$ cat config.mk
export PLATFORM = sky130hd
export DESIGN_NAME = uart
export DESIGN_NICKNAME = d
export VERILOG_FILES = /design/src/common/soc_pkg.sv /design/src/uart/uart.sv
export SDC_FILE = /design/constraint.sdc
export NUM_CORES = 1
export LEC_CHECK = 0
export ABC_AREA = 1
export BUFFER_PORTS_ARGS = -buffer_cell sky130_fd_sc_hd__buf_2
export CAP_MARGIN = 25
export CORE_MARGIN = 2
export CORE_UTILIZATION = 39
export DETAILED_ROUTE_END_ITERATION = 16
export GPL_ROUTABILITY_DRIVEN = 0
export PLACE_DENSITY = 0.77
export SYNTH_ARGS = -nofsm -noshare
export SYNTH_HDL_FRONTEND = slang
export SYNTH_SLANG_ARGS = --single-unit
$ cat constraint.sdc
create_clock -name clk -period 1.4 [get_ports clk]
set_input_delay 0.14 -clock clk [delete_from_list [all_inputs] [get_ports clk]]
set_output_delay 0.14 -clock clk [all_outputs]
set_load 0.03 [all_outputs]
$ cat src/common/soc_pkg.sv
`default_nettype none

package soc_pkg;

  // Address windows with an exclusive top address
  localparam logic [31:0] bram_base_addr  = 32'h0000_0000;
  localparam logic [31:0] bram_top_addr   = 32'h0000_1000;
  localparam logic [31:0] clint_base_addr = 32'h0200_0000;
  localparam logic [31:0] clint_top_addr  = 32'h0200_C000;
  localparam logic [31:0] uart_base_addr  = 32'h1000_0000;
  localparam logic [31:0] uart_top_addr   = 32'h1000_0010;

  localparam int bram_depth = 1024; // Depth in words indexed by addr[11:2]

  // CLINT register offsets with the high halves at +4
  localparam logic [31:0] clint_msip_offset     = 32'h0000_0000;
  localparam logic [31:0] clint_mtimecmp_offset = 32'h0000_4000;
  localparam logic [31:0] clint_mtime_offset    = 32'h0000_BFF8;

  // UART registers
  localparam logic [31:0] uart_data_offset   = 32'h0000_0000;
  localparam logic [31:0] uart_status_offset = 32'h0000_0004; // Bit 0 is busy

  localparam int uart_clks_per_bit = 4; // Kept short for simulation

endpackage

`default_nettype wire

$ cat src/uart/uart.sv
`timescale 1ns/100ps
`default_nettype none

module uart (
  input  wire logic        clk,
  input  wire logic        rst,
  input  wire logic        valid_i,
  input  wire logic [31:0] addr_i,
  input  wire logic [31:0] wdata_i,
  input  wire logic [3:0]  wstrb_i,
  output logic      [31:0] rdata_o,
  output logic             ready_o,
  output logic             tx_o
);

  logic [9:0] shift_r; // Frame from stop bit down to start bit with bit 0 driving the line
  logic [3:0] bit_cnt_r;
  logic [7:0] clk_cnt_r;
  logic       busy_r;
  logic       access;
  logic       data_write;
  logic       bit_end;

  assign access     = valid_i && !ready_o;
  assign data_write = (addr_i == soc_pkg::uart_data_offset) && (wstrb_i != 4'b0000);
  assign bit_end    = (clk_cnt_r == 8'(soc_pkg::uart_clks_per_bit - 1));
  assign tx_o       = shift_r[0];

  always_ff @(posedge clk) begin
    if (!rst) begin
      shift_r   <= '1;
      bit_cnt_r <= 4'd0;
      clk_cnt_r <= 8'd0;
      busy_r    <= 1'b0;
      ready_o   <= 1'b0;
    end else begin
      ready_o <= 1'b0;
      if (busy_r) begin
        if (bit_end) begin
          clk_cnt_r <= 8'd0;
          if (bit_cnt_r == 4'd9) begin
            busy_r <= 1'b0; // The line stays high after the stop bit
          end else begin
            bit_cnt_r <= bit_cnt_r + 4'd1;
            shift_r   <= {1'b1, shift_r[9:1]};
          end
        end else begin
          clk_cnt_r <= clk_cnt_r + 8'd1;
        end
      end
      if (access) begin
        if (!data_write) begin
          ready_o <= 1'b1;
        end else if (!busy_r) begin
          shift_r   <= {1'b1, wdata_i[7:0], 1'b0};
          bit_cnt_r <= 4'd0;
          clk_cnt_r <= 8'd0;
          busy_r    <= 1'b1;
          ready_o   <= 1'b1;
        end
        // A data write while busy waits here until the frame ends
      end
    end
  end

  always_ff @(posedge clk) begin
    if (access) begin
      if (addr_i == soc_pkg::uart_status_offset) begin
        rdata_o <= {31'h0, busy_r};
      end else begin
        rdata_o <= 32'h0;
      end
    end
  end

endmodule

`default_nettype wire
==> impl_metrics.yaml <==
placement:
  dp_hpwl_mm: 2.75
  io_buffers: 49
synth:
  synth_top_area_share_pct: 27.9
  ys_top_cells_by_count: "nand2_1 (54), nor2_1 (34), buf_4 (33)"
  yosys_warnings: 0
  yosysMostFrequentCell: "nand2_1"
  netlist.top_cell.by_area: "dfxtp_1"
  synth.area.top_cells: "dfxtp_1 (28%), buf_4 (14%), nand2_1 (12%)"
  synth_ff_type: "dfxtp_1"
  yosys.area_share.simple_pct: 39.4
  ys_seq_area_share_pct: 29.7
  synth_top_family_by_area: "simple AND/OR/NAND/NOR gates"
  synth.avg_cell_area_um2: 6.90
  synthAdderAreaFrac_pct: 2.18
  syn_inst: 249
  muxShareOfSynthArea_pct: 0
  synth-edff-count: 1
  yosys.cell_types.count: 30
  synth_compound_area_share_pct: 3.35
  synth_xor_area_share_pct: 3.06
  netlist_area_um2: 1720
  yosys_register_bits: 25
  ys_async_sr_fraction_pct: 0
route:
  totalWireLength_mm: 3.72
  drc: 0
  drt_iter0_drc: 46
  antenna_left: 0
  route.layer.met1.wl_mm: 1.53
  vias_per_cell: 4.51
  dr.pass1.iters: 4
  vias: 1686
  route.met3.wl_um: 188
  detail_route.wl_per_cell_um: 9.95
  met2_length_mm: 1.95
  routed.top_layer: "met4"
global_route:
  grtUsageTotal_pct: 14.8
  grt_max_degree: 15
  antenna_found_initial: 0
  grt_pass1_wl_mm: 6.11
  overflow: 0
  grt_pass1_vias: 1491
pwr:
  ir_drop_mv: 0.408
  p_comb_share_pct: 16.8
  clkPwrFrac_pct: 30.8
  intPower_uw: 984
  p_seq_share_pct: 52.4
  p_sw_uw: 390
  p_sw_share_pct: 28.4
  leakagePower_uw: 0.00110
  total_power_uw: 1370
  powerDensity_nw_per_um2: 627
finish:
  antennaDiodeCount: 0
  drive_above_1_share_pct: 31.1
  finalNetCount: 397
  layout-area-overhead-vs-synth_pct: 27.4
clock_tree:
  clock_sinks: 25
  cts_tree: "done"
  cts_max_level: 1
  cts_inserted_buffers: 3
  clkSlewWorstSetupHoldPaths_ns: 0.08
  clockBufferDepth: 2
  clock_latency_ns: 0.27
  root_buffer: "clkbuf_8"
setup_path:
  crit_path_max_fanout: 8
  r2r_slack_ns: -0.02
  ff2ff_path_depth: 7
  cp-end-kind: "register"
  cp_slowest_cell: "dfxtp_1"
  worstPathRequired_ns: 1.60
  crit_arrival_ns: 1.62
  start_kind: "register"
  critPathKind: "reg2reg"
  crit_chain: "inv_2 -> nand4_1 -> nor2_4 -> buf_6 -> nand3_4 -> or2_0 -> a21oi_1"
  critPathMaxStageDelay_ns: 0.33
min_path:
  hold_class: "in2reg"
  min_delay_path_depth: 3
run_status:
  status: "finished, violations left"
  violations: "setup timing"
sta:
  timing.fmax_ghz: 0.704
  timing.setup.tns_ns: -0.0195
  worst_slack_ns: -0.0195
  period_share_pct: 101
  slew_viol_final: 0
  clock_skew_ns: 0.00124
  hold_violations: 0
  period_needed_ns: 1.42
  setup_viol: 1
  rsz0062_at_grt: "yes"
job:
  drv_cap: 0
die:
  die_w_um: 70.4
  ios: 105
  coreArea_um2: 4290
  rows: 24
  die-area_um2: 4960
  die_h_um: 70.4
  start_util_pct: 40.0
==> final cells by class <==
type                       count  area (um2)
clock buffer                   4        45.0
fill                         414        2100
tap                           52        65.1
sequential                    25         512
inverter                      23        86.3
timing repair buffer          78         497
multi-input combinational    192         986
==> layer usage <==
metal	up-vias	global-route usage, %
li1	889	-
met1	738	15.8
met2	52	29.5
met3	7	2.74
met4	0	3.21
met5	-	0
==> through the flow <==
step / cells / hold WS, ns / setup slack [ns] / util, % / area, um2
floorplan: 279 / 0.266 / 0.0511 / - / 1830
global placement: 363 / 0.399 / 0.0416 / 47.3 / 2030
detailed placement: 363 / 0.404 / -0.0272 / 47.3 / 2030
CTS: 368 / 0.124 / 0.000707 / 48.9 / 2100
global route: 374 / 0.130 / -0.140 / 51.0 / 2190
finish: 374 / 0.124 / -0.0195 / 51.0 / 2190
==> sequential cells by signal (all words and copies together), names as in the netlist <==
register / flops
shift_r: 10
clk_cnt_r: 8
bit_cnt_r: 4
busy_r: 1
rdata_o: 1
ready_o: 1
==> path summary, 6_finish.rpt <==
kind,start,end
max,clk_cnt_r[7]$_SDFF_PN0_,bit_cnt_r[0]$_SDFF_PN0_
max reg2reg,clk_cnt_r[7]$_SDFF_PN0_,bit_cnt_r[0]$_SDFF_PN0_
min reg2reg,shift_r[9]$_SDFF_PN1_,shift_r[9]$_SDFF_PN1_
min,wdata_i[3],shift_r[4]$_SDFF_PN1_
==> placed cells by master, fill, tap and decap left out, types with 5 or more instances in the layout <==
| cell | n |
|---|---|
| nand2_1 | 53 |
| buf_2 | 49 |
| nor2_1 | 34 |
| conb_1 | 31 |
| buf_4 | 26 |
| dfxtp_1 | 23 |
| nand4_1 | 20 |
| nand3_1 | 19 |
| inv_1 | 18 |
| inv_2 | 5 |
| a21oi_1 | 5 |
==> worst max-delay path: cells and delay by family, from the launching register on <==
family / cells / cell delay, ns
AOI/OAI and AO/OA: 1 / 0.14
buffers and inverters: 2 / 0.17
DFF: 1 / 0.33
and+or+nand+nor: 4 / 0.71
==> cell families (layout without fill, tap and decap cells) <==
family,after synthesis,after routing
AOI/OAI and AO/OA,10,10
xor gates and xnor gates,6,6
adders and majority gates,3,3
buffers and inverters,63,105
DFF,25,25
other,1,31
and+or+nand+nor,141,142
==> what timing repair did <==
item                                    4_1_cts  5_1_grt
endpoints found under the setup margin        3       19
hold buffers                                  0        0
buffers inserted                              0        5
cloned                                        1        1
resized for setup                             3       10
pin swaps                                     1        5
==> power groups by stage <==
| stage | registers [uW] | logic [uW] | clock network [uW] |
|---|---|---|---|
| final | 720 | 230 | 424 |
| after CTS | 720 | 229 | 433 |
| after global routing | 720 | 250 | 476 |
| after detailed placement | 737 | 229 | 0 |
| after global placement | 737 | 225 | 0 |
| after floorplan | 743 | 211 | 0 |
Note: power is estimated with default switching activity, not from simulation.
