<file path="src/common/soc_pkg.sv">
`default_nettype none

package soc_pkg;

  // Address windows with an exclusive top address
  localparam logic [31:0] bram_base_addr  = 32'h0000_0000;
  localparam logic [31:0] bram_top_addr   = 32'h0000_1000;
  localparam logic [31:0] clint_base_addr = 32'h0200_0000;
  localparam logic [31:0] clint_top_addr  = 32'h0200_C000;
  localparam logic [31:0] uart_base_addr  = 32'h1000_0000;
  localparam logic [31:0] uart_top_addr   = 32'h1000_0010;

  localparam int bram_depth = 1024; // Depth in words indexed by addr[11:2]

  // CLINT register offsets with the high halves at +4
  localparam logic [31:0] clint_msip_offset     = 32'h0000_0000;
  localparam logic [31:0] clint_mtimecmp_offset = 32'h0000_4000;
  localparam logic [31:0] clint_mtime_offset    = 32'h0000_BFF8;

  // UART registers
  localparam logic [31:0] uart_data_offset   = 32'h0000_0000;
  localparam logic [31:0] uart_status_offset = 32'h0000_0004; // Bit 0 is busy

  localparam int uart_clks_per_bit = 4; // Kept short for simulation

endpackage

`default_nettype wire

</file>
<file path="src/clint/clint.sv">
`timescale 1ns/100ps
`default_nettype none

module clint (
  input  wire logic        clk,
  input  wire logic        rst,
  input  wire logic        valid_i,
  input  wire logic [31:0] addr_i,
  input  wire logic [31:0] wdata_i,
  input  wire logic [3:0]  wstrb_i,
  output logic      [31:0] rdata_o,
  output logic             ready_o,
  output logic             msip_o,
  output logic             mtip_o
);

  logic [63:0] mtime_r;
  logic [63:0] mtimecmp_r;
  logic        msip_r;
  logic        access;
  logic        write;

  assign access = valid_i && !ready_o;
  assign write  = access && (wstrb_i != 4'b0000);
  assign msip_o = msip_r;

  always_ff @(posedge clk) begin
    if (!rst) begin
      mtime_r    <= 64'h0;
      mtimecmp_r <= '1; // No timer interrupt until software sets a compare value
      msip_r     <= 1'b0;
      mtip_o     <= 1'b0;
      ready_o    <= 1'b0;
    end else begin
      mtime_r <= mtime_r + 64'd1;
      mtip_o  <= (mtime_r >= mtimecmp_r);
      ready_o <= access;
      if (write) begin
        case (addr_i)
          soc_pkg::clint_msip_offset:             msip_r <= wdata_i[0];
          soc_pkg::clint_mtimecmp_offset:         mtimecmp_r[31:0] <= wdata_i;
          soc_pkg::clint_mtimecmp_offset + 32'd4: mtimecmp_r[63:32] <= wdata_i;
          default: ;
        endcase
      end
    end
  end

  always_ff @(posedge clk) begin
    if (access) begin
      case (addr_i)
        soc_pkg::clint_msip_offset:             rdata_o <= {31'h0, msip_r};
        soc_pkg::clint_mtimecmp_offset:         rdata_o <= mtimecmp_r[31:0];
        soc_pkg::clint_mtimecmp_offset + 32'd4: rdata_o <= mtimecmp_r[63:32];
        soc_pkg::clint_mtime_offset:            rdata_o <= mtime_r[31:0];
        soc_pkg::clint_mtime_offset + 32'd4:    rdata_o <= mtime_r[63:32];
        default:                                rdata_o <= 32'h0;
      endcase
    end
  end

endmodule

`default_nettype wire

</file>
<file path="config.mk">
export PLATFORM = sky130hd
export DESIGN_NAME = clint
export DESIGN_NICKNAME = d
export VERILOG_FILES = /design/src/common/soc_pkg.sv /design/src/clint/clint.sv
export SDC_FILE = /design/constraint.sdc
export NUM_CORES = 1
export LEC_CHECK = 0
export BUFFER_PORTS_ARGS = -buffer_cell sky130_fd_sc_hd__buf_2
export CAP_MARGIN = 20
export CORE_MARGIN = 2
export CORE_UTILIZATION = 40
export CTS_BUF_LIST = sky130_fd_sc_hd__clkbuf_4
export DETAILED_ROUTE_END_ITERATION = 6
export PLACE_DENSITY = 0.68
export SYNTH_ARGS = -nofsm -noshare
export SYNTH_HDL_FRONTEND = slang
export SYNTH_SLANG_ARGS = --single-unit
export TNS_END_PERCENT = 20
</file>
<file path="constraint.sdc">
create_clock -name clk -period 5.09 [get_ports clk]
set_input_delay 1.018 -clock clk [delete_from_list [all_inputs] [get_ports clk]]
set_output_delay 1.018 -clock clk [all_outputs]
set_load 0.05 [all_outputs]
</file>
==> flow_metrics.py <==
metrics = {
    "status": {
        "status": "completed",
    },
    "synth": {
        "yosysSeqAreaShare": 0.404,
        "yosysWarnings": 0,
        "synth_top_area_frac": 0.295,
        "ys_top_cells_by_area": "dfxtp_1 30%, edfxtp_1 11%, ha_1 9.2%",
        "yosysTopAreaCell": "dfxtp_1",
        "synth_area_per_cell_um2": 8.77,
        "ys.flop_type": "dfxtp_1",
        "async_flop_share": 0,
        "syn_area_um2": 8880,
        "synth-seq-cells": 163,
        "syn_nets": 1148,
        "synth_enable_flop_cells": 32,
        "synth_common_cells": "131 x dfxtp_1, 109 x nor2_1, 89 x a21oi_1",
        "yosysUniqueCellTypes": 45,
        "yosysMostFrequentCell": "dfxtp_1",
        "syn_inst": 1012,
    },
    "route": {
        "drtAntennaViolNets": 0,
        "finalWirelength_um": 22600,
        "vias": 7610,
        "wl_per_cell_um": 16.3,
        "drcViolationCount": 0,
        "firstDrtPassIters": 5,
        "vias_per_cell": 5.48,
        "drtIter0Drc": 600,
    },
    "critical_path": {
        "crit_buf_inv": 0,
        "cpMostUsedCell": "o21a_1",
        "path_cells": "nand4_2 -> or4_4 -> nor4_4 -> nand2_1 -> o21a_1 -> o21a_1",
        "cpLargestDelayFamily": "simple AND/OR/NAND/NOR gates",
        "slowest_delay_ns": 0.85,
        "worst_setup_path_end_kind": "register",
        "cp.arrival_ns": 3.43,
        "crit_required_ns": 5.58,
        "path_class": "reg2reg",
        "crit_slowest_cell": "nor4_4",
        "worst-path-max-fanout": 16,
        "cp-start-kind": "register",
    },
    "cts": {
        "post_cts_resized": 0,
        "cts_made_buffers": 17,
        "cts_tree": "built",
        "clk_pin_slew_ns": 0.13,
        "h-tree-depth": 4,
        "cts_root_buffer": "clkbuf_4",
        "insertion_delay_ns": 0.58,
        "cts_sinks": 163,
        "clk_path_buf_depth": 2,
        "ctsHoldBuffers": 0,
        "postCtsSetupRepairBufs": 0,
    },
    "place": {
        "dp.cells": 1356,
        "place.gp.congestion": 0.847,
        "port_buffers": 105,
        "dpl.hpwl_um": 16400,
    },
    "floorplanning": {
        "die_height_um": 153,
        "core_um2": 21800,
        "ios": 106,
        "placementRows": 54,
        "die_w_um": 153,
        "start_util": 0.407,
        "dieArea_um2": 23400,
    },
    "grt": {
        "grt_max_degree": 65,
        "gr-total-overflow": 0,
        "grt_use_total": 0.197,
        "grt_pass1_vias": 7429,
        "grt_pass1_wl_um": 37600,
        "antenna_found_initial": 1,
    },
    "cells_and_area": {
        "drive_gt1_frac": 0.137,
        "area_growth_syn_to_layout_pct": 11.9,
        "post-route-util": 0.455,
        "fin_nets": 1231,
        "final-instance-count-excl-fill": 1389,
    },
    "timing": {
        "hold_violations": 0,
        "finalCriticalPeriod_ns": 2.94,
        "maxSlewViolCount": 0,
        "setup_viol": 0,
        "fmax_mhz": 340,
        "fin_setup_tns_ns": 0,
        "worst_slew_pin_slew_ns": 1.02,
        "relSlewSlack": 0.315,
        "skew_ns": 0.0179,
        "fin_crit_sh": 0.577,
        "rsz0062_at_grt": "false",
    },
    "pwr": {
        "p_per_area_nw_per_um2": 229,
        "ir_drop_uv": 103,
        "p_leak_nw": 4.85,
    },
    "hold_path": {
        "hp-class": "reg2reg",
    },
    "flow_run": {
        "maxCapViolations": 0,
    },
}
[final timing paths]
path / startpoint / end / slack, ns / cells past startpoint
max: mtime_r[18]$_SDFF_PN0_ / mtime_r[61]$_SDFF_PN0_ / 2.15 / 6
min: mtime_r[0]$_SDFF_PN0_ / mtime_r[0]$_SDFF_PN0_ / 0.54 / 1
max reg2reg: mtime_r[18]$_SDFF_PN0_ / mtime_r[61]$_SDFF_PN0_ / 2.15 / 6
min reg2reg: mtime_r[0]$_SDFF_PN0_ / mtime_r[0]$_SDFF_PN0_ / 0.54 / 1
[state kept, by name, indices dropped and copies added (netlist names)]
register    flops
mtime_r        64
mtip_o          1
ready_o         1
mtimecmp_r     64
rdata_o        32
msip_o          1
[cell usage in the layout (no fill, tap or decap), types with 5 or more instances in the layout]
| master | n |
|---|---|
| and4_1 | 6 |
| xor2_1 | 11 |
| mux2i_1 | 35 |
| edfxtp_1 | 32 |
| ha_1 | 65 |
| nand3_1 | 38 |
| clkbuf_4 | 18 |
| nand4_1 | 38 |
| o21ai_0 | 75 |
| buf_4 | 11 |
| dfxtp_1 | 131 |
| a21oi_1 | 89 |
| and2_1 | 61 |
| nor2b_1 | 5 |
| buf_2 | 105 |
| inv_1 | 69 |
| and3_1 | 13 |
| clkinv_1 | 6 |
| nor2_1 | 109 |
| a221o_1 | 32 |
| nand2_1 | 37 |
| nor3_1 | 14 |
| xnor2_1 | 48 |
| nor4_1 | 13 |
[metal layers]
| metal | up-vias | track usage | wire length, um |
|---|---|---|---|
| li1 | 3769 | - | - |
| met1 | 3589 | 0.259 | 10600 |
| met2 | 214 | 0.326 | 10500 |
| met3 | 38 | 0.0377 | 1040 |
| met4 | 0 | 0.0683 | 461 |
| met5 | - | 0 | 0 |
[where the power goes]
| part | leakage (nW) | total [mW] | internal (mW) | switching (mW) |
|---|---|---|---|---|
| sequential | 1.38 | 1.34 | 1.33 | 0.00768 |
| combinational | 3.32 | 0.150 | 0.0431 | 0.107 |
| clock | 0.151 | 0.786 | 0.334 | 0.453 |
| total | 4.85 | 2.27 | 1.71 | 0.567 |
[layout make-up]
type,count,area [um2]
fillers,2136,11900
multi-input cells,728,4860
flip-flops and latches,163,3580
repair buffers,116,608
well taps,280,350
inverters,69,259
clock inverters,14,144
clock buffers,18,135
diodes,1,2.50
[cells by family (layout without fill, tap and decap cells)]
group / after synthesis / in the layout / synth area share
and+or+nand+nor: 350 / 350 / 0.207
AOI/OAI and AO/OA: 219 / 219 / 0.148
DFF: 163 / 163 / 0.404
buffers and inverters: 121 / 217 / 0.0521
adders and majority gates: 65 / 65 / 0.0916
xor gates and xnor gates: 59 / 59 / 0.0582
muxes: 35 / 35 / 0.0395
other: 0 / 1 / 0
[through the flow]
step / cell area (um2) / power (mW) / hold slack [ns] / worst slack, ns
6_report: 9940 / 2.27 / 0.543 / 2.15
5_1_grt: 9940 / 2.35 / 0.584 / 1.97
4_1_cts: 9940 / 2.29 / 0.538 / 2.15
3_5_place_dp: 9660 / 1.52 / 0.508 / 1.91
3_3_place_gp: 9660 / 1.52 / 0.497 / 2.01
2_1_floorplan: 8880 / 1.45 / 0.455 / 1.34
[worst register-to-register path, stage by stage, from the launching register on]
cell	delay, ns
dfxtp_1	0.50
nand4_2	0.23
or4_4	0.61
nor4_4	0.85
nand2_1	0.26
o21a_1	0.23
o21a_1	0.17
(Power assumes the default switching activity.)
