==> config.mk <==
export PLATFORM = sky130hd
export DESIGN_NAME = bus_router
export DESIGN_NICKNAME = d
export VERILOG_FILES = /design/src/common/soc_pkg.sv /design/src/rtl/bus_router.sv
export SDC_FILE = /design/constraint.sdc
export NUM_CORES = 1
export LEC_CHECK = 0
export ABC_CLOCK_PERIOD_IN_PS = 2200
export BUFFER_PORTS_ARGS = -buffer_cell sky130_fd_sc_hd__buf_2
export CORE_AREA = 2 2 198 200
export CTS_BUF_LIST = sky130_fd_sc_hd__clkbuf_16
export DETAILED_ROUTE_END_ITERATION = 10
export DIE_AREA = 0 0 200 202
export GPL_ROUTABILITY_DRIVEN = 0
export PLACE_DENSITY_LB_ADDON = 0.08
export SLEW_MARGIN = 20
export SYNTH_ARGS = -nofsm -noshare
export SYNTH_HDL_FRONTEND = slang
export SYNTH_SLANG_ARGS = --single-unit
==> constraint.sdc <==
create_clock -name clk -period 2.2 [get_ports clk]
set_input_delay 0.11 -clock clk [delete_from_list [all_inputs] [get_ports clk]]
set_output_delay 0.11 -clock clk [all_outputs]
set_load 0.005 [all_outputs]
==> src/common/soc_pkg.sv <==
`default_nettype none

package soc_pkg;

  // Address windows with an exclusive top address
  localparam logic [31:0] bram_base_addr  = 32'h0000_0000;
  localparam logic [31:0] bram_top_addr   = 32'h0000_1000;
  localparam logic [31:0] clint_base_addr = 32'h0200_0000;
  localparam logic [31:0] clint_top_addr  = 32'h0200_C000;
  localparam logic [31:0] uart_base_addr  = 32'h1000_0000;
  localparam logic [31:0] uart_top_addr   = 32'h1000_0010;

  localparam int bram_depth = 1024; // Depth in words indexed by addr[11:2]

  // CLINT register offsets with the high halves at +4
  localparam logic [31:0] clint_msip_offset     = 32'h0000_0000;
  localparam logic [31:0] clint_mtimecmp_offset = 32'h0000_4000;
  localparam logic [31:0] clint_mtime_offset    = 32'h0000_BFF8;

  // UART registers
  localparam logic [31:0] uart_data_offset   = 32'h0000_0000;
  localparam logic [31:0] uart_status_offset = 32'h0000_0004; // Bit 0 is busy

  localparam int uart_clks_per_bit = 4; // Kept short for simulation

endpackage

`default_nettype wire

==> src/rtl/bus_router.sv <==
`timescale 1ns/100ps
`default_nettype none

module bus_router (
  input  wire logic        clk,
  input  wire logic        rst,
  input  wire logic        inst_valid_i,
  input  wire logic [31:0] inst_addr_i,
  input  wire logic [31:0] inst_wdata_i,
  input  wire logic [3:0]  inst_wstrb_i,
  output logic      [31:0] inst_rdata_o,
  output logic             inst_ready_o,
  input  wire logic        data_valid_i,
  input  wire logic [31:0] data_addr_i,
  input  wire logic [31:0] data_wdata_i,
  input  wire logic [3:0]  data_wstrb_i,
  output logic      [31:0] data_rdata_o,
  output logic             data_ready_o,
  output logic             bram_valid_o,
  output logic      [31:0] bram_addr_o,
  output logic      [31:0] bram_wdata_o,
  output logic      [3:0]  bram_wstrb_o,
  input  wire logic [31:0] bram_rdata_i,
  input  wire logic        bram_ready_i,
  output logic             clint_valid_o,
  output logic      [31:0] clint_addr_o,
  output logic      [31:0] clint_wdata_o,
  output logic      [3:0]  clint_wstrb_o,
  input  wire logic [31:0] clint_rdata_i,
  input  wire logic        clint_ready_i,
  output logic             uart_valid_o,
  output logic      [31:0] uart_addr_o,
  output logic      [31:0] uart_wdata_o,
  output logic      [3:0]  uart_wstrb_o,
  input  wire logic [31:0] uart_rdata_i,
  input  wire logic        uart_ready_i
);

  // Select bit 0 is the CLINT, bit 1 the UART and bit 2 the BRAM
  logic [2:0]  inst_hit;
  logic [2:0]  data_hit;
  logic [2:0]  inst_sel;
  logic [2:0]  data_sel;
  logic [2:0]  slv_ready;
  logic [2:0]  inst_own_r;
  logic [2:0]  data_own_r;
  logic [31:0] inst_off;
  logic [31:0] data_off;

  function automatic logic [2:0] decode_hit(input logic [31:0] addr);
    logic [2:0] hit;
    hit = 3'b000;
    if (addr >= soc_pkg::clint_base_addr && addr < soc_pkg::clint_top_addr) begin
      hit = 3'b001;
    end else if (addr >= soc_pkg::uart_base_addr && addr < soc_pkg::uart_top_addr) begin
      hit = 3'b010;
    end else if (addr >= soc_pkg::bram_base_addr && addr < soc_pkg::bram_top_addr) begin
      hit = 3'b100;
    end
    return hit;
  endfunction

  function automatic logic [31:0] base_of(input logic [2:0] hit);
    logic [31:0] base;
    case (hit)
      3'b001:  base = soc_pkg::clint_base_addr;
      3'b010:  base = soc_pkg::uart_base_addr;
      3'b100:  base = soc_pkg::bram_base_addr;
      default: base = 32'h0;
    endcase
    return base;
  endfunction

  assign inst_hit = decode_hit(inst_addr_i);
  assign data_hit = decode_hit(data_addr_i);
  assign inst_off = inst_addr_i - base_of(inst_hit);
  assign data_off = data_addr_i - base_of(data_hit);

  assign data_sel = data_valid_i ? data_hit : 3'b000;
  assign inst_sel = inst_valid_i ? (inst_hit & ~data_sel) : 3'b000; // Data port wins a collision

  assign clint_valid_o = data_sel[0] | inst_sel[0];
  assign clint_addr_o  = data_sel[0] ? data_off : inst_off;
  assign clint_wdata_o = data_sel[0] ? data_wdata_i : inst_wdata_i;
  assign clint_wstrb_o = data_sel[0] ? data_wstrb_i : inst_wstrb_i;

  assign uart_valid_o = data_sel[1] | inst_sel[1];
  assign uart_addr_o  = data_sel[1] ? data_off : inst_off;
  assign uart_wdata_o = data_sel[1] ? data_wdata_i : inst_wdata_i;
  assign uart_wstrb_o = data_sel[1] ? data_wstrb_i : inst_wstrb_i;

  assign bram_valid_o = data_sel[2] | inst_sel[2];
  assign bram_addr_o  = data_sel[2] ? data_off : inst_off;
  assign bram_wdata_o = data_sel[2] ? data_wdata_i : inst_wdata_i;
  assign bram_wstrb_o = data_sel[2] ? data_wstrb_i : inst_wstrb_i;

  assign slv_ready = {bram_ready_i, uart_ready_i, clint_ready_i};

  // Owner flags steer the response of each slave back to its master
  always_ff @(posedge clk) begin
    if (!rst) begin
      inst_own_r <= 3'b000;
      data_own_r <= 3'b000;
    end else begin
      inst_own_r <= inst_sel & ~slv_ready;
      data_own_r <= data_sel & ~slv_ready;
    end
  end

  always_comb begin
    inst_rdata_o = 32'h0;
    inst_ready_o = 1'b0;
    if (inst_own_r[0] && clint_ready_i) begin
      inst_rdata_o = clint_rdata_i;
      inst_ready_o = 1'b1;
    end else if (inst_own_r[1] && uart_ready_i) begin
      inst_rdata_o = uart_rdata_i;
      inst_ready_o = 1'b1;
    end else if (inst_own_r[2] && bram_ready_i) begin
      inst_rdata_o = bram_rdata_i;
      inst_ready_o = 1'b1;
    end
  end

  always_comb begin
    data_rdata_o = 32'h0;
    data_ready_o = 1'b0;
    if (data_own_r[0] && clint_ready_i) begin
      data_rdata_o = clint_rdata_i;
      data_ready_o = 1'b1;
    end else if (data_own_r[1] && uart_ready_i) begin
      data_rdata_o = uart_rdata_i;
      data_ready_o = 1'b1;
    end else if (data_own_r[2] && bram_ready_i) begin
      data_rdata_o = bram_rdata_i;
      data_ready_o = 1'b1;
    end
  end

endmodule

`default_nettype wire

==> run_summary.xml, run 1 <==
<?xml version="1.0" encoding="UTF-8"?>
<metrics>
  <group name="outcome">
    <metric name="result_of_the_run" unit="">finished with violations</metric>
    <metric name="violations_in_the_final_reports" unit="">setup timing</metric>
  </group>
  <group name="timing">
    <metric name="final_hold_vios" unit="">0</metric>
    <metric name="tightestPinTransition" unit="ns">0.4399</metric>
    <metric name="setup_repair_after_global_routing_missed_its_margin" unit="">true</metric>
    <metric name="hold_ws" unit="ns">0.09107</metric>
    <metric name="timing.final.crit_share" unit="%">109.8</metric>
    <metric name="final.setup.worst_slack" unit="ns">-0.2149</metric>
    <metric name="finalMaxSlewViolations" unit="">0</metric>
    <metric name="achievable-frequency" unit="MHz">414.1</metric>
    <metric name="setup_violations" unit="">176</metric>
    <metric name="slew_headroom" unit="%">70.67</metric>
    <metric name="timing.final.crit_period" unit="ns">2.415</metric>
  </group>
  <group name="setup_path">
    <metric name="critPathMaxFanout" unit="">6</metric>
    <metric name="critPathSlowestCell" unit="">sky130_fd_sc_hd__or4_4</metric>
    <metric name="crit_type" unit="">input pin to output pin</metric>
    <metric name="critPathRequiredTime" unit="ns">2.09</metric>
    <metric name="cp-start-kind" unit="">input pin</metric>
    <metric name="timing.critical_path.cells" unit="">buf_2, nor4_4, buf_4, nand4_1, buf_4, or4_4, buf_12, buf_16, mux2_4, buf_6</metric>
    <metric name="crit_path_top_cell_by_count" unit="">sky130_fd_sc_hd__buf_4</metric>
    <metric name="worst_ep_arrival_time" unit="ns">2.30</metric>
    <metric name="critical-path-max-stage-delay" unit="ns">0.55</metric>
    <metric name="end_kind" unit="">output pin</metric>
  </group>
  <group name="clock_tree">
    <metric name="cts-htree-levels" unit="">1</metric>
    <metric name="cts_made_buffers" unit="">3</metric>
    <metric name="clk_transition_reported_paths" unit="ns">0.03</metric>
    <metric name="cts_root_buf" unit="">sky130_fd_sc_hd__clkbuf_16</metric>
    <metric name="tritoncts" unit="">built</metric>
    <metric name="cts_buffer_depth" unit="">2</metric>
    <metric name="cts.sink_count" unit="">6</metric>
  </group>
  <group name="grt">
    <metric name="vias_in_the_first_global_route" unit="">6650</metric>
    <metric name="grt_pass1_wl" unit="mm">42.16</metric>
    <metric name="globalRouteOverflowTotal" unit="">0</metric>
    <metric name="grt.total_usage" unit="%">13.94</metric>
    <metric name="antenna_found_initial" unit="">4</metric>
    <metric name="grt_start_max_net_pins" unit="">35</metric>
  </group>
  <group name="synth">
    <metric name="seq_area_frac_synth" unit="%">2.792</metric>
    <metric name="cell_count_after_synthesis" unit="">549</metric>
    <metric name="ys.flop_type" unit="">sky130_fd_sc_hd__dfxtp_1</metric>
    <metric name="ys_types" unit="">36</metric>
    <metric name="synth_warnings" unit="">0</metric>
    <metric name="synth_edf_count" unit="">0</metric>
    <metric name="mappedNetlistNets" unit="">794</metric>
    <metric name="synth_largest_area_cell" unit="">sky130_fd_sc_hd__mux2_2</metric>
    <metric name="synthDominantCellAreaShare" unit="%">23.03</metric>
    <metric name="synth.top_cells.by_area" unit="">sky130_fd_sc_hd__mux2_2 (23%), sky130_fd_sc_hd__mux2_4 (14%), sky130_fd_sc_hd__a22oi_1 (11%)</metric>
    <metric name="post_synth_instance_area" unit="um^2">4303</metric>
    <metric name="synthArstFlopShare" unit="%">0</metric>
    <metric name="synth.avg_cell_area" unit="um^2">7.838</metric>
    <metric name="flops_latches_synth" unit="">6</metric>
  </group>
  <group name="layout">
    <metric name="final_design_area_no_fill" unit="um^2">10100</metric>
    <metric name="antennaDiodeCount" unit="">0</metric>
    <metric name="commonest_cells_after_routing_fill_and_taps_aside" unit="">sky130_fd_sc_hd__buf_2 (389), sky130_fd_sc_hd__buf_6 (126), sky130_fd_sc_hd__mux2_2 (90)</metric>
    <metric name="syn2layout_area_growth" unit="%">134.7</metric>
    <metric name="finish.cell_count_without_fillers" unit="">1657</metric>
    <metric name="layout_commonest_cell" unit="">sky130_fd_sc_hd__buf_2</metric>
    <metric name="layout-drive-gt1-share" unit="%">76.12</metric>
    <metric name="nets" unit="">1386</metric>
  </group>
  <group name="job">
    <metric name="cap_viol_max_count" unit="">0</metric>
  </group>
  <group name="power">
    <metric name="leakagePower" unit="nW">5.111</metric>
    <metric name="finalPower" unit="W">0.001577</metric>
    <metric name="vdd_ir_drop_max" unit="uV">109.2</metric>
    <metric name="powerDensity" unit="nW/um^2">156.1</metric>
  </group>
  <group name="die">
    <metric name="die_x" unit="um">200</metric>
    <metric name="die_h" unit="um">202</metric>
    <metric name="row_count" unit="">72</metric>
    <metric name="fp.dieArea" unit="um^2">40400</metric>
    <metric name="placeableCoreArea" unit="um^2">38290</metric>
    <metric name="pin_count" unit="">512</metric>
    <metric name="start_util" unit="%">11.24</metric>
  </group>
  <group name="place">
    <metric name="placedInstanceArea" unit="um^2">8117</metric>
    <metric name="place.detailed.instances" unit="">1623</metric>
    <metric name="io_buffer_count" unit="">511</metric>
    <metric name="dp.final_hpwl" unit="mm">25.13</metric>
  </group>
  <group name="min_path">
    <metric name="worstHoldPathType" unit="">input pin to flop</metric>
  </group>
  <group name="drt">
    <metric name="routed_wl" unit="mm">31.94</metric>
    <metric name="wire_per_inst" unit="um">19.28</metric>
    <metric name="routed_via_density" unit="">4.024</metric>
    <metric name="drt.antenna.violating_nets" unit="">0</metric>
    <metric name="drtPass1Iterations" unit="">5</metric>
    <metric name="dr_total_vias" unit="">6668</metric>
    <metric name="first_iter_violations" unit="">130</metric>
    <metric name="route.detailed.drc" unit="">0</metric>
  </group>
</metrics>
[layer usage]
metal  wire [um]  global-route usage, %  up-vias
met5          40                      0        -
met4         724                  2.963        6
met3        3042                  4.005       26
met2       16970                  27.75      335
met1       11170                  14.02     3072
li1            -                      -     3229
[cell families (layout without fill, tap and decap cells)]
| family | after synthesis | after routing | share of synthesized area, % |
|---|---|---|---|
| AND/OR/NAND/NOR | 175 | 176 | 21.46 |
| multiplexers | 161 | 161 | 45.01 |
| AO/OA/AOI/OAI | 134 | 134 | 19.60 |
| buffers and inverters | 58 | 647 | 7.560 |
| XOR/XNOR | 9 | 9 | 1.832 |
| adder cells (fa/ha/maj) | 6 | 6 | 1.745 |
| flip-flops | 6 | 6 | 2.792 |
[metrics by stage]
stage                     utilization [%]  worst slack (ns)  setup TNS, ns
after global routing                26.38           -0.3244         -34.86
after CTS                           24.34           -0.2334         -19.27
final                               26.38           -0.2149         -18.49
after floorplan                         -            0.1615              0
after detailed placement            21.20           -0.7143         -49.89
after global placement              21.20           -0.7674         -54.62
[flip-flops by register name, summed over array words and instances, names as in the netlist]
| signal | count |
|---|---|
| inst_own_r | 3 |
| data_own_r | 3 |
[worst paths after layout]
kind / to / start / slack, ns / depth (start not counted)
worst min-delay path: data_own_r[1] / uart_ready_i / 0.09 / 2
worst max-delay path: uart_wdata_o[5] / data_addr_i[23] / -0.21 / 10
[critical path, delay by kind of cell]
kind,cells,cell delay [ns]
buffers and inverters,6,0.93
muxes,1,0.30
and+or+nand+nor,3,0.97
[repair_timing]
item                                    CTS  global route
endpoints found under the hold margin     0             0
cloned                                    8            13
setup buffers                            11             6
gates resized for setup                 155           103
endpoints found under the setup margin  204           194
hold buffers                              0             0
pin swaps                                42            21
[synth_stat cells, drive strengths merged (2+ instances only)]
master	number
mux2	140
and2	48
nor3b	3
nor4	7
or2	2
nand3	3
a22oi	64
buf	21
and3	3
or3b	4
nand2	71
nor4b	3
or3	2
nand2b	4
a21oi	2
ha	6
o21ai	64
nor2	8
nand4	4
a211oi	2
xnor2	9
or4	2
mux2i	21
nor3	8
inv	6
dfxtp	6
clkbuf	31
[report_power, final]
| group | leakage, nW | internal [W] | switching (W) |
|---|---|---|---|
| combinational | 5.03 | 0.000708 | 0.000468 |
| sequential | 0.0483 | 0.000109 | 0.0000000000173 |
| clock | 0.0370 | 0.000233 | 0.0000584 |
| total | 5.11 | 0.00105 | 0.000526 |
[layout make-up]
cell class              instances  area, um^2
flip-flops and latches          6       120.1
inverters                       6       22.52
clock buffers                   3       75.07
multi-input cells             486        4343
fillers                      4232       28190
well taps                     518       648.1
repair buffers                638        4892
Note: power is estimated with default switching activity, not from simulation.
==> run 2: changes to the inputs <==
--- a/config.mk
+++ b/config.mk
@@ -5,7 +5,7 @@
 export SDC_FILE = /design/constraint.sdc
 export NUM_CORES = 1
 export LEC_CHECK = 0
-export ABC_CLOCK_PERIOD_IN_PS = 2200
+export ABC_CLOCK_PERIOD_IN_PS = 2350
 export BUFFER_PORTS_ARGS = -buffer_cell sky130_fd_sc_hd__buf_2
 export CORE_AREA = 2 2 198 200
 export CTS_BUF_LIST = sky130_fd_sc_hd__clkbuf_16
==> constraint.sdc (replaced) <==
create_clock -name clk -period 2.35 [get_ports clk]
set_input_delay 0.1175 -clock clk [delete_from_list [all_inputs] [get_ports clk]]
set_output_delay 0.1175 -clock clk [all_outputs]
set_load 0.005 [all_outputs]
==> run_summary.xml, run 2 (synthesis gave the netlist of run 1 again) <==
<?xml version="1.0" encoding="UTF-8"?>
<metrics>
  <group name="outcome">
    <metric name="result_of_the_run" unit="">finished with violations</metric>
    <metric name="violations_in_the_final_reports" unit="">setup timing</metric>
  </group>
  <group name="layout">
    <metric name="fillers" unit="">4305</metric>
    <metric name="multi_input_comb_area" unit="um^2">4318</metric>
    <metric name="layout-drive-gt1-share" unit="%">73.16</metric>
    <metric name="layout_commonest_cell" unit="">sky130_fd_sc_hd__buf_2</metric>
    <metric name="syn2layout_area_growth" unit="%">113.3</metric>
    <metric name="layout_top_registers" unit="">data_own_r (3), inst_own_r (3)</metric>
    <metric name="nets" unit="">1372</metric>
    <metric name="area_occupied_by_registers" unit="um^2">120.1</metric>
    <metric name="commonest_cells_after_routing_fill_and_taps_aside" unit="">sky130_fd_sc_hd__buf_2 (456), sky130_fd_sc_hd__buf_4 (92), sky130_fd_sc_hd__mux2_2 (90)</metric>
    <metric name="finish.cell_count_without_fillers" unit="">1644</metric>
    <metric name="utilization" unit="%">23.98</metric>
  </group>
  <group name="timing">
    <metric name="achievable-frequency" unit="MHz">419.6</metric>
    <metric name="slew_headroom" unit="%">72.32</metric>
    <metric name="finalMaxSlewViolations" unit="">0</metric>
    <metric name="timing.final.crit_period" unit="ns">2.383</metric>
    <metric name="tightestPinTransition" unit="ns">0.4137</metric>
    <metric name="final.setup.worst_slack" unit="ns">-0.03296</metric>
    <metric name="timing.final.crit_share" unit="%">101.4</metric>
    <metric name="final_hold_vios" unit="">0</metric>
    <metric name="setup_violations" unit="">36</metric>
    <metric name="setup_repair_after_global_routing_missed_its_margin" unit="">true</metric>
  </group>
  <group name="clock_tree">
    <metric name="tritoncts" unit="">built</metric>
    <metric name="cts_root_buf" unit="">sky130_fd_sc_hd__clkbuf_16</metric>
    <metric name="clk_transition_reported_paths" unit="ns">0.03</metric>
    <metric name="cts_made_buffers" unit="">3</metric>
    <metric name="cts.sink_count" unit="">6</metric>
    <metric name="cts_buffer_depth" unit="">2</metric>
    <metric name="cts-htree-levels" unit="">1</metric>
  </group>
  <group name="die">
    <metric name="placeableCoreArea" unit="um^2">38290</metric>
    <metric name="start_util" unit="%">11.24</metric>
    <metric name="die_h" unit="um">202</metric>
    <metric name="fp.dieArea" unit="um^2">40400</metric>
    <metric name="pin_count" unit="">512</metric>
    <metric name="row_count" unit="">72</metric>
    <metric name="die_x" unit="um">200</metric>
  </group>
  <group name="power">
    <metric name="leakagePower" unit="nW">4.644</metric>
    <metric name="powerDensity" unit="nW/um^2">149.0</metric>
    <metric name="vdd_ir_drop_max" unit="uV">99.94</metric>
    <metric name="finalPower" unit="W">0.001367</metric>
  </group>
  <group name="setup_path">
    <metric name="end_kind" unit="">output pin</metric>
    <metric name="worst_ep_arrival_time" unit="ns">2.27</metric>
    <metric name="cp-start-kind" unit="">input pin</metric>
    <metric name="crit_type" unit="">input pin to output pin</metric>
    <metric name="critPathMaxFanout" unit="">22</metric>
    <metric name="critPathRequiredTime" unit="ns">2.23</metric>
  </group>
  <group name="drt">
    <metric name="routed_via_density" unit="">3.955</metric>
    <metric name="drtPass1Iterations" unit="">5</metric>
    <metric name="wire_per_inst" unit="um">18.48</metric>
    <metric name="dr_total_vias" unit="">6502</metric>
    <metric name="routed_wl" unit="mm">30.37</metric>
    <metric name="route.detailed.drc" unit="">0</metric>
    <metric name="first_iter_violations" unit="">129</metric>
    <metric name="drt.antenna.violating_nets" unit="">0</metric>
  </group>
  <group name="grt">
    <metric name="grt_start_max_net_pins" unit="">35</metric>
    <metric name="globalRouteOverflowTotal" unit="">0</metric>
    <metric name="antenna_found_initial" unit="">3</metric>
    <metric name="grt.total_usage" unit="%">13.94</metric>
    <metric name="grt_pass1_wl" unit="mm">42.23</metric>
    <metric name="vias_in_the_first_global_route" unit="">6706</metric>
  </group>
  <group name="min_path">
    <metric name="worstHoldPathType" unit="">input pin to flop</metric>
    <metric name="worst_hold_startpoint" unit="">uart_ready_i</metric>
    <metric name="hold-path-endpoint" unit="">data_own_r[1]</metric>
    <metric name="min_delay_path_depth" unit="">2</metric>
  </group>
  <group name="place">
    <metric name="io_buffer_count" unit="">511</metric>
    <metric name="place.detailed.instances" unit="">1627</metric>
    <metric name="dp.final_hpwl" unit="mm">25.85</metric>
  </group>
  <group name="job">
    <metric name="cap_viol_max_count" unit="">0</metric>
  </group>
</metrics>
-- run 2: cell count changes in the layout (fill, tap and decap cells not counted), sizes merged --
cell / delta
diode: +1
buf: -2
or4: -1
clkbuf: -11
-- run 2: how the worst max path moves through the flow --
stage	cells past startpoint	from	end	slack, ns
final	9	data_addr_i[20]	bram_addr_o[0]	-0.03
after global routing	12	data_addr_i[20]	bram_addr_o[30]	-0.20
after CTS	12	data_addr_i[20]	bram_addr_o[30]	-0.09
after detailed placement	12	inst_addr_i[28]	bram_addr_o[31]	-0.63
after global placement	12	inst_addr_i[28]	uart_addr_o[31]	-0.68
after floorplan	8	data_addr_i[19]	bram_addr_o[30]	0.30
-- run 2: cell type report --
class                           count  share of cell area [%]
Tap cell                          518                   7.060
Antenna cell                        1                 0.02726
Inverter                            6                  0.2453
Clock buffer                        3                  0.8178
Multi-Input combinational cell    485                   47.04
Sequential cell                     6                   1.308
Timing Repair Buffer              625                   43.51
-- run 2: what timing repair did --
| action | in CTS | in global routing |
|---|---|---|
| gates cloned | 1 | 0 |
| endpoints found under the setup margin | 148 | 123 |
| resized for setup | 89 | 72 |
| pin swaps | 23 | 24 |
| setup buffers | 14 | 5 |
| hold buffers | 0 | 0 |
-- run 2: critical path, stage by stage --
cell and delay [ns]:
sky130_fd_sc_hd__buf_6 0.10, sky130_fd_sc_hd__nor4_4 0.30, sky130_fd_sc_hd__buf_4 0.16, sky130_fd_sc_hd__nand4_1 0.13
sky130_fd_sc_hd__buf_4 0.19, sky130_fd_sc_hd__or4_4 0.59, sky130_fd_sc_hd__buf_12 0.20, sky130_fd_sc_hd__mux2_1 0.32
sky130_fd_sc_hd__buf_2 0.13
-- run 2: report_power, final --
group | leakage [nW] | switching (W) | internal, W
clock | 0.0370 | 0.0000524 | 0.000218
combinational | 4.56 | 0.000422 | 0.000573
sequential | 0.0483 | 0.0000000000223 | 0.000103
total | 4.64 | 0.000474 | 0.000893
-- run 2: through the flow --
step	cell area, um^2	hold WS [ns]	setup TNS (ns)	setup WS [ns]
2_1_floorplan	4303	0.1942	0	0.2965
3_3_place_gp	8097	0.3523	-27.48	-0.6764
3_5_place_dp	8097	0.3490	-23.04	-0.6282
4_1_cts	8786	0.1172	-1.388	-0.09266
5_1_grt	9180	0.1112	-11.76	-0.2017
6_report	9180	0.1079	-0.5769	-0.03296
-- run 2: routing by layer --
layer	global-route usage (%)	up-vias	wire length, um
li1	-	3194	-
met1	13.87	2963	10400
met3	4.005	20	3017
met5	0	-	11
met4	3.254	2	690
met2	27.83	323	16250
